## config.mk

```make
export PLATFORM = sky130hd
export DESIGN_NAME = evrReceiver
export DESIGN_NICKNAME = d
export VERILOG_FILES = /design/src/source/evrPkg.sv /design/src/source/commaCounter.sv /design/src/source/alignFsm.sv /design/src/source/eventDecoder.sv /design/src/source/markerStretcher.sv /design/src/source/evrReceiver.sv
export SDC_FILE = /design/constraint.sdc
export NUM_CORES = 1
export LEC_CHECK = 0
export BUFFER_PORTS_ARGS = -buffer_cell sky130_fd_sc_hd__clkbuf_2
export CAP_MARGIN = 20
export CORE_MARGIN = 2
export CORE_UTILIZATION = 60
export CTS_BUF_LIST = sky130_fd_sc_hd__clkbuf_2
export CTS_CLUSTER_DIAMETER = 60
export DETAILED_ROUTE_END_ITERATION = 8
export PLACE_DENSITY_LB_ADDON = 0.05
export SYNTH_ARGS = -nofsm -noshare
export SYNTH_HDL_FRONTEND = slang
export SYNTH_SLANG_ARGS = --single-unit
```

## constraint.sdc

```tcl
create_clock -name evrClk -period 4.5 [get_ports evrClk]
set_clock_uncertainty 0.1 [all_clocks]
set_input_delay 0.45 -clock evrClk [delete_from_list [all_inputs] [get_ports evrClk]]
set_output_delay 0.45 -clock evrClk [all_outputs]
set_load 0.005 [all_outputs]
```

## src/source/evrPkg.sv

```systemverilog
// shared constants for a 125 MHz evrClk; stretch lengths follow evrClockRate, so change it there
package evrPkg;

    //////////////////////////////
    // clock and word format
    localparam int evrClockRate = 125000000;     // evrClk in Hz
    localparam int rxWordWidth  = 16;            // two decoded bytes per word
    localparam int codeWidth    = 8;             // event code is the low byte

    //////////////////////////////
    // special characters and codes
    localparam logic [codeWidth-1:0] commaChar     = 8'hBC;  // K28.5
    localparam logic [codeWidth-1:0] heartbeatCode = 8'd122;

    //////////////////////////////
    // alignment
    // clean commas in a row before the link counts as aligned
    localparam int commasNeeded    = 60;
    localparam int commaCountWidth = $clog2(commasNeeded + 1);   // must hold commasNeeded

    //////////////////////////////
    // marker lengths
    // heartbeat marker lasts a third of a second, long enough to see on a LED
    localparam int hbStretchCycles  = evrClockRate / 3;
    // pps marker of half a microsecond, 62 cycles at 125 MHz
    localparam int ppsStretchCycles = evrClockRate / 2000000;

    // receiver alignment state
    typedef enum logic {
        HUNT    = 1'b0,   // counting commas
        ALIGNED = 1'b1    // commas ignored, errors drop back
    } alignStateT;

endpackage

```

## src/source/commaCounter.sv

```systemverilog
// counts down from commasNeeded; the caller must pulse reload_i after an alignment before reuse
`timescale 1ns/1ps

module commaCounter (
    input  logic evrClk,
    input  logic arstN_i,
    input  logic reload_i,        // error word seen, start over
    input  logic countEnable_i,   // clean comma while hunting
    output logic commasDone_o     // last comma is on the input now
);

    //////////////////////////////
    // counter
    localparam logic [evrPkg::commaCountWidth-1:0] reloadValue =
        evrPkg::commaCountWidth'(evrPkg::commasNeeded);
    localparam logic [evrPkg::commaCountWidth-1:0] lastComma =
        evrPkg::commaCountWidth'(1);

    logic [evrPkg::commaCountWidth-1:0] commasLeft;   // commas still missing

    always_ff @(posedge evrClk or negedge arstN_i) begin
        if (!arstN_i) begin
            commasLeft <= reloadValue;
        end else if (reload_i) begin
            commasLeft <= reloadValue;            // reload wins over a count
        end else if (countEnable_i) begin
            commasLeft <= commasLeft - lastComma;
        end
    end

    //////////////////////////////
    // done flag
    // combinational so the fsm changes state on the same edge
    // that takes the final comma
    always_comb begin
        commasDone_o = countEnable_i && (commasLeft == lastComma);
    end

endmodule

```

## src/source/alignFsm.sv

```systemverilog
// slideRequest_i may be asynchronous; one bitSlide_o pulse per rising edge, three edges late
`timescale 1ns/1ps

module alignFsm (
    input  logic                        evrClk,
    input  logic                        arstN_i,
    input  logic [evrPkg::codeWidth-1:0] rxData_i,       // low byte only
    input  logic [1:0]                  rxIsK_i,
    input  logic [1:0]                  rxNotInTable_i,
    input  logic                        slideRequest_i, // async level
    input  logic                        commasDone_i,
    output logic                        reload_o,
    output logic                        countEnable_o,
    output logic                        rxAligned_o,
    output logic                        bitSlide_o
);

    //////////////////////////////
    // word classification
    logic isError;   // decode error or K in upper byte
    logic isComma;   // clean K28.5 in the low byte

    always_comb begin
        isError = (rxNotInTable_i != 2'b00) || rxIsK_i[1];
        isComma = rxIsK_i[0] && (rxData_i == evrPkg::commaChar) && !isError;
    end

    //////////////////////////////
    // hunt / aligned state machine
    evrPkg::alignStateT alignState;

    always_ff @(posedge evrClk or negedge arstN_i) begin
        if (!arstN_i) begin
            alignState <= evrPkg::HUNT;
        end else if (isError) begin
            alignState <= evrPkg::HUNT;           // any error drops lock
        end else if ((alignState == evrPkg::HUNT) && commasDone_i) begin
            alignState <= evrPkg::ALIGNED;
        end
    end

    always_comb begin
        reload_o      = isError;
        countEnable_o = isComma && (alignState == evrPkg::HUNT);   // ignore commas once locked
        rxAligned_o   = (alignState == evrPkg::ALIGNED);
    end

    //////////////////////////////
    // bit slide request
    // two flops against metastability, then a rising edge detect
    logic slideMeta;     // first sync stage
    logic slideSync;     // second sync stage
    logic slideSyncDly;  // previous synced value

    always_ff @(posedge evrClk or negedge arstN_i) begin
        if (!arstN_i) begin
            slideMeta    <= 1'b0;
            slideSync    <= 1'b0;
            slideSyncDly <= 1'b0;
            bitSlide_o   <= 1'b0;
        end else begin
            slideMeta    <= slideRequest_i;
            slideSync    <= slideMeta;
            slideSyncDly <= slideSync;
            bitSlide_o   <= slideSync && !slideSyncDly;   // one cycle per rise
        end
    end

endmodule

```

## src/source/eventDecoder.sv

```systemverilog
// codes pass only while aligned; heartbeat is flagged regardless, upper byte is not decoded
`timescale 1ns/1ps

module eventDecoder (
    input  logic                           evrClk,
    input  logic                           arstN_i,
    input  logic [evrPkg::rxWordWidth-1:0] rxData_i,
    input  logic [1:0]                     rxIsK_i,
    input  logic                           rxAligned_i,
    output logic [evrPkg::codeWidth-1:0]   evrCode_o,
    output logic                           evrCodeValid_o,
    output logic                           hbSeen_o        // combinational pulse
);

    logic [evrPkg::codeWidth-1:0] codeByte;
    logic                         goodCode;

    always_comb begin
        codeByte = rxData_i[evrPkg::codeWidth-1:0];
        // zero is the idle code and K chars are not events
        goodCode = rxAligned_i && (codeByte != '0) && !rxIsK_i[0];
        // heartbeat does not wait for alignment
        hbSeen_o = (codeByte == evrPkg::heartbeatCode) && !rxIsK_i[0];
    end

    //////////////////////////////
    // registered code output
    always_ff @(posedge evrClk or negedge arstN_i) begin
        if (!arstN_i) begin
            evrCode_o      <= '0;
            evrCodeValid_o <= 1'b0;
        end else begin
            evrCode_o      <= goodCode ? codeByte : '0;   // code 0 when nothing valid
            evrCodeValid_o <= goodCode;
        end
    end

endmodule

```

## src/source/markerStretcher.sv

```systemverilog
// stretchCycles must be positive; a trigger during the marker restarts the full length
`timescale 1ns/1ps

module markerStretcher #(
    parameter int stretchCycles = 1   // marker length in evrClk cycles
) (
    input  logic evrClk,
    input  logic arstN_i,
    input  logic trigger_i,
    output logic marker_o
);

    //////////////////////////////
    // negative-loaded up-counter
    // one extra bit so -stretchCycles has its sign bit set
    localparam int counterWidth = $clog2(stretchCycles + 1) + 1;
    localparam logic [counterWidth-1:0] reloadValue = counterWidth'(-stretchCycles);
    localparam logic [counterWidth-1:0] stepValue   = counterWidth'(1);

    logic [counterWidth-1:0] stretchCount;

    always_ff @(posedge evrClk or negedge arstN_i) begin
        if (!arstN_i) begin
            stretchCount <= '0;                     // idle, marker low
        end else if (trigger_i) begin
            stretchCount <= reloadValue;
        end else if (marker_o) begin
            stretchCount <= stretchCount + stepValue;   // stops at zero
        end
    end

    // high while count is negative
    always_comb begin
        marker_o = stretchCount[counterWidth-1];
    end

endmodule

```

## src/source/evrReceiver.sv

```systemverilog
// receive fabric only; all inputs must already be in the evrClk domain except slideRequest_i
`timescale 1ns/1ps

module evrReceiver (
    input  logic                           evrClk,
    input  logic                           arstN_i,
    // decoded word stream, valid every cycle
    input  logic [evrPkg::rxWordWidth-1:0] rxData_i,
    input  logic [1:0]                     rxIsK_i,
    input  logic [1:0]                     rxNotInTable_i,
    input  logic                           ppsStrobe_i,    // one-cycle pulse
    input  logic                           slideRequest_i, // async level
    // event and status outputs
    output logic [evrPkg::codeWidth-1:0]   evrCode_o,
    output logic                           evrCodeValid_o,
    output logic                           rxAligned_o,
    output logic                           bitSlide_o,
    output logic                           hbMarker_o,
    output logic                           ppsMarker_o
);

    logic reload;       // error, restart comma count
    logic countEnable;  // clean comma while hunting
    logic commasDone;
    logic hbSeen;       // heartbeat code on the input

    //////////////////////////////
    // alignment
    alignFsm alignFsm (
        .evrClk         (evrClk),
        .arstN_i        (arstN_i),
        .rxData_i       (rxData_i[evrPkg::codeWidth-1:0]),
        .rxIsK_i        (rxIsK_i),
        .rxNotInTable_i (rxNotInTable_i),
        .slideRequest_i (slideRequest_i),
        .commasDone_i   (commasDone),
        .reload_o       (reload),
        .countEnable_o  (countEnable),
        .rxAligned_o    (rxAligned_o),
        .bitSlide_o     (bitSlide_o)
    );

    commaCounter commaCounter (
        .evrClk        (evrClk),
        .arstN_i       (arstN_i),
        .reload_i      (reload),
        .countEnable_i (countEnable),
        .commasDone_o  (commasDone)
    );

    //////////////////////////////
    // event codes
    eventDecoder eventDecoder (
        .evrClk         (evrClk),
        .arstN_i        (arstN_i),
        .rxData_i       (rxData_i),
        .rxIsK_i        (rxIsK_i),
        .rxAligned_i    (rxAligned_o),
        .evrCode_o      (evrCode_o),
        .evrCodeValid_o (evrCodeValid_o),
        .hbSeen_o       (hbSeen)
    );

    //////////////////////////////
    // markers
    markerStretcher #(.stretchCycles(evrPkg::hbStretchCycles)) hbStretcher (
        .evrClk    (evrClk),
        .arstN_i   (arstN_i),
        .trigger_i (hbSeen),
        .marker_o  (hbMarker_o)
    );

    markerStretcher #(.stretchCycles(evrPkg::ppsStretchCycles)) ppsStretcher (
        .evrClk    (evrClk),
        .arstN_i   (arstN_i),
        .trigger_i (ppsStrobe_i),
        .marker_o  (ppsMarker_o)
    );

endmodule

```

==> results.cfg, run 1 <==
[drt]
drt_iter0_drc = 121
first_pass_iters = 4
wirelength_um = 4700
drcViolationCount = 0
wl_per_cell_um = 14.2
vias = 1921
ant_nets = 0
drt-vias-per-instance = 5.79

[worst_setup_path]
critPathMaxFanout = 10
cp.required_ps = 4800
worstSetupStartpointType = flip-flop
path_cells = nand4_1, or3_1, or4_1, a21oi_1
cp.arrival_ps = 2430
end_kind = flip-flop
slowest_stage = dfrtp_1
critical_path_class = flip-flop to flip-flop
crit_path_max_incr_delay_ps = 570

[power]
p_leak_nw = 1.23
p_per_area_nw_per_um2 = 325
ir_drop_mv = 0.264

[clock_tree]
cts-htree-levels = 2
clockBufferDepth = 2
clock_latency_ps = 440
clk_pin_slew_ps = 260
cts_resized = 0
cts_buffers = 5
tritoncts = built
clockRootBuffer = clkbuf_2
cts_num_sinks = 54

[min_path]
hold_path_class = input port to flip-flop

[global_routing]
antenna_found_initial = 0
grt_first_pass_wirelength_um = 8440
grt_pass1_vias = 1861
grt.overflow.total = 0
grt_max_degree = 55
grtUsageTotal_pct = 21.6

[run]
cap_violations = 0

[logic_synthesis]
async_reset_ff_share_pct = 100
synthTopCellsByArea = dfrtp_1 49%, dfstp_2 4.1%, nand3_1 3.5%, xnor2_1 3.4%, nand2_1 3.4%
synthAdderAreaFrac_pct = 1.95
synth-main-ff-cell = dfrtp_1
synth_cell_types = 37
synth_edf_count = 0
netlist_area_um2 = 2570
synth_most_common_cell = dfrtp_1
synth_common_cells = 50 x dfrtp_1, 23 x nand2_1, 18 x nand3_1, 16 x nor2_1, 11 x a21oi_1
synth_compound_area_share_pct = 8.04
yosysSeqAreaShare_pct = 52.8
synth_top_cell_area_share_pct = 48.7
yosys-mux-area-fraction_pct = 0.780
synth_cells = 250
yosys.area_share.simple_pct = 28.8
syn_area_per_cell_um2 = 10.3
synth_area_leader_cell = dfrtp_1
synth_fp_nets = 278
ys.warnings.count = 0
synth-seq-cells = 54
yosys.area_share.xor_xnor_pct = 6.14
synth_top_family_by_area = simple AND/OR/NAND/NOR gates

[timing]
tightest_slew_ps = 683
max_freq_ghz = 0.469
drv_slew = 0
final_hold_viol_count = 0
final.min_clock_period_ps = 2130
finalSetupTns_ps = 0
slew_headroom_pct = 54.4
finalSetupViolCount = 0
rsz0062_at_grt = false
period_share_pct = 47.4
whs_ps = 121

[placed_design]
gp_congestion = 0.812
dp_hpwl_um = 3340
port_buffers = 28

[final_layout]
seq_area_um2 = 1360
num_antenna_cells = 0
nNetsFinal = 309
multi_input_area_um2 = 1170
drive_above_1_share_pct = 16.7
area_growth_pct = 10.4
fillers = 315

[floorplanning]
dieArea_um2 = 4820
die_y_um = 69.4
io_pins = 37
num_rows = 23
core_um2 = 4060
die_w_um = 69.4
start_util_pct = 63.3

[status]
run_status = completed
==> power breakdown <==
group | total, mW | switching (mW) | internal, mW
combinational | 0.0945 | 0.0500 | 0.0444
clock | 0.242 | 0.150 | 0.0921
sequential | 0.586 | 0.0555 | 0.530
==> through the flow <==
step                util (%)  total power, mW  instance area [µm²]  setup slack [ps]  cells
CTS                     69.9            0.931                 2840              2380    332
global route            69.9            0.973                 2840              2200    332
global placement        67.8            0.684                 2750              2430    322
floorplan                  -            0.648                 2570              2580    250
detailed placement      67.8            0.688                 2750              2440    322
finish                  69.9            0.923                 2840              2370    332
==> worst paths after layout <==
check,cells past startpoint,start,end,slack [ps]
max,4,hbStretcher.stretchCount[26]$_DFF_PN0_,hbStretcher.stretchCount[21]$_DFFE_PN0P_,2370
min,2,ppsStrobe_i,ppsStretcher.stretchCount[5]$_DFFE_PN0P_,120
max reg2reg,4,hbStretcher.stretchCount[26]$_DFF_PN0_,hbStretcher.stretchCount[21]$_DFFE_PN0P_,2370
min reg2reg,0,alignFsm.slideMeta$_DFF_PN0_,alignFsm.slideSync$_DFF_PN0_,300
max in group asynchronous,3,arstN_i,hbStretcher.stretchCount[10]$_DFFE_PN0P_,3340
min in group asynchronous,3,arstN_i,alignFsm.slideMeta$_DFF_PN0_,530
==> logic make-up after synthesis <==
logic type	after synthesis
AND/OR/NAND/NOR	128
flip-flops	54
AO/OA/AOI/OAI	34
XOR/XNOR	18
buffers and inverters	10
adder cells (fa/ha/maj)	4
multiplexers	2
==> what timing repair did <==
action,CTS,global route
hold buffers,2,0
setup endpoints to repair,0,0
buffers inserted,0,0
endpoints found under the hold margin,35,0
==> final cells by class <==
type                    count  share of cell area (%)
inverters                   3                   0.397
multi-input cells         186                    41.4
flip-flops and latches     54                    47.8
clock inverters             3                    1.41
clock buffers               5                   0.883
well taps                  50                    2.21
repair buffers             31                    5.91
==> placed cells by master, fill, tap and decap left out, types with 2 or more instances in the layout <==
cell           synthesis  final
dfstp_2                4      4
nor2b_1                2      2
or3_2                  2      2
mux2i_1                2      2
nor2_1                16     16
dfrtp_1               50     50
nand4_1                7      7
inv_1                  3      3
o31ai_1                9      9
ha_1                   4      4
or4_1                 10     10
or3_1                  6      6
a31oi_1                3      3
clkbuf_2               0     33
dlygate4sd3_1          0      2
nor3_1                 6      6
nand2_1               23     23
and4_1                 6      6
and3_1                 5      5
nand2b_1               3      3
a21oi_1               11     11
nor4_1                 8      8
o21ai_0                8      8
xor2_1                 8      8
xnor2_1               10     10
and2_1                 9      9
clkinv_2               0      2
nand3_1               18     18
==> state kept, by name, summed over array words and instances, names as in the netlist <==
| name | cells |
|---|---|
| hbStretcher.stretchCount | 27 |
| eventDecoder.evrCode_o | 8 |
| ppsStretcher.stretchCount | 7 |
| commaCounter.commasLeft | 6 |
| alignFsm.bitSlide_o | 1 |
| alignFsm.rxAligned_o | 1 |
| alignFsm.slideMeta | 1 |
| alignFsm.slideSync | 1 |
| alignFsm.slideSyncDly | 1 |
| eventDecoder.evrCodeValid_o | 1 |
==> routing by layer <==
metal	up-vias	part of all wire [%]	wire length, µm	GRT usage, %
li1	982	-	-	-
met1	903	51	2390	30.4
met2	30	45	2100	34.2
met3	6	3.3	153	4.51
met4	0	1.3	59	6.10
met5	-	0	0	0
==> worst max-delay path: cells and delay by family, from the launching register on <==
family	cells	cell delay, ps
compound gates	1	150
simple gates	3	1270
flops	1	570
No activity file was read; power rests on OpenSTA's default activity.
==> run 2, diff against run 1 <==
--- a/config.mk
+++ b/config.mk
@@ -8,7 +8,7 @@
 export BUFFER_PORTS_ARGS = -buffer_cell sky130_fd_sc_hd__clkbuf_2
 export CAP_MARGIN = 20
 export CORE_MARGIN = 2
-export CORE_UTILIZATION = 60
+export CORE_UTILIZATION = 53
 export CTS_BUF_LIST = sky130_fd_sc_hd__clkbuf_2
 export CTS_CLUSTER_DIAMETER = 60
 export DETAILED_ROUTE_END_ITERATION = 8
==> constraint.sdc (replaced) <==
create_clock -name evrClk -period 1.8 [get_ports evrClk]
set_clock_uncertainty 0.1 [all_clocks]
set_input_delay 0.18 -clock evrClk [delete_from_list [all_inputs] [get_ports evrClk]]
set_output_delay 0.18 -clock evrClk [all_outputs]
set_load 0.005 [all_outputs]
==> results.cfg, run 2 (same netlist as run 1, synthesis figures left out) <==
[clock_tree]
cts-htree-levels = 2
clockBufferDepth = 2
cts_buffers = 5
cts_num_sinks = 54
clock_latency_ps = 420
clockRootBuffer = clkbuf_2
tritoncts = built
clk_pin_slew_ps = 250

[power]
p_leak_nw = 1.50
p_per_area_nw_per_um2 = 691
ir_drop_mv = 0.602

[global_routing]
grt_first_pass_wirelength_um = 9800
gr-usage-met2_pct = 40.1
grtUsageMet3_pct = 4.80
grt.overflow.total = 0
grtUsageTotal_pct = 23.6
antenna_found_initial = 0
busiest_layer = met2
grtUsageMet1_pct = 30.6
grt_max_degree = 22
grt_pass1_vias = 2200

[worst_setup_path]
end_kind = flip-flop
path_cells = nand4_4, or4_4, or4_1, a21oi_1
cp.arrival_ps = 2080
cp.depth = 4
critical_path_class = flip-flop to flip-flop
worstSetupStartpointType = flip-flop
cp.required_ps = 2070
crit_path_max_incr_delay_ps = 490
critPathMaxFanout = 4
worstPathBufferInverterCount = 0
slowest_stage = dfrtp_1
critPathTopFamily = simple AND/OR/NAND/NOR gates
reg2reg_depth = 4

[final_layout]
mostFrequentLayoutCell = dfrtp_1
top_register = hbStretcher.stretchCount
nNetsFinal = 363
largest_reg_flops = 27
drive_above_1_share_pct = 30.1
fin_cells = 390
top_regs = hbStretcher.stretchCount x27, eventDecoder.evrCode_o x8, ppsStretcher.stretchCount x7
num_antenna_cells = 0
area_growth_pct = 30.3
final_cell_mix = 48 x dfrtp_1, 40 x buf_4, 34 x clkbuf_2

[status]
run_status = finished, violations left
violations = negative setup slack

[timing]
tightest_slew_ps = 406
rsz0062_at_grt = true
finalSetupTns_ps = -9.31
slew_headroom_pct = 72.8
final_hold_viol_count = 0
final.min_clock_period_ps = 1810
finalSetupViolCount = 2
period_share_pct = 100
max_freq_ghz = 0.554
fin_ws_ps = -5.09
drv_slew = 0

[floorplanning]
dieArea_um2 = 5420
die_w_um = 73.6
die_y_um = 73.6
core_um2 = 4690
io_pins = 37
num_rows = 25
start_util_pct = 54.7

[min_path]
hold_path_class = input port to async pin

[drt]
ant_nets = 0
wl_per_cell_um = 14.7
drt-vias-per-instance = 5.57
drcViolationCount = 0
vias = 2173
drt_iter0_drc = 137
first_pass_iters = 4
wirelength_um = 5720

[placed_design]
post-place-ws_ps = -10.2
dp_hpwl_um = 4070
place_inst = 360
gp_congestion = 0.817
port_buffers = 28

[run]
cap_violations = 0
run 2: stage by stage:
step	instance area, µm²	hold WS (ps)	power (mW)	utilization, %
detailed placement	3040	1.18	1.83	64.8
global placement	3040	-1.29	1.82	64.8
floorplan	2590	-216	1.62	-
global route	3350	24.4	2.48	71.3
finish	3350	59.0	2.31	71.3
CTS	3280	10.9	2.32	69.9
run 2: final timing paths:
| kind | end | from | slack, ps |
|---|---|---|---|
| setup / recovery | hbStretcher.stretchCount[16]$_DFFE_PN0P_ | hbStretcher.stretchCount[4]$_DFFE_PN0P_ | -5 |
| hold / removal | hbStretcher.stretchCount[14]$_DFFE_PN0P_ | arstN_i | 60 |
| setup reg to reg | hbStretcher.stretchCount[16]$_DFFE_PN0P_ | hbStretcher.stretchCount[4]$_DFFE_PN0P_ | -5 |
| hold reg to reg | alignFsm.slideSync$_DFF_PN0_ | alignFsm.slideMeta$_DFF_PN0_ | 300 |
| max in group asynchronous | commaCounter.commasLeft[3]$_DFFE_PN1P_ | arstN_i | 970 |
| min in group evrClk | alignFsm.slideMeta$_DFF_PN0_ | slideRequest_i | 290 |
run 2: per-layer routing:
metal / share of wire [%] / up-vias
li1: - / 1093
met1: 47 / 1044
met2: 50 / 29
met3: 2.3 / 7
met4: 0.89 / 0
met5: 0 / -
run 2: what timing repair did:
item | 4_1_cts | 5_1_grt
setup buffers | 3 | 3
gates resized for setup | 6 | 9
hold buffers | 16 | 0
pin swaps | 4 | 5
endpoints found under the setup margin | 7 | 13
hold endpoints to repair | 74 | 0
run 2: cell type report:
cell class | instances | area [µm²]
Timing Repair Buffer | 85 | 621
Clock buffer | 6 | 30.0
Tap cell | 54 | 67.6
Fill cell | 358 | 1350
Inverter | 3 | 11.3
Sequential cell | 54 | 1360
Multi-Input combinational cell | 186 | 1250
Clock inverter | 2 | 8.76
run 2: report_power, final:
part           internal [mW]  total [mW]  switching (mW)
registers               1.33        1.44           0.114
logic                  0.230       0.421           0.192
clock network         0.0957       0.447           0.352
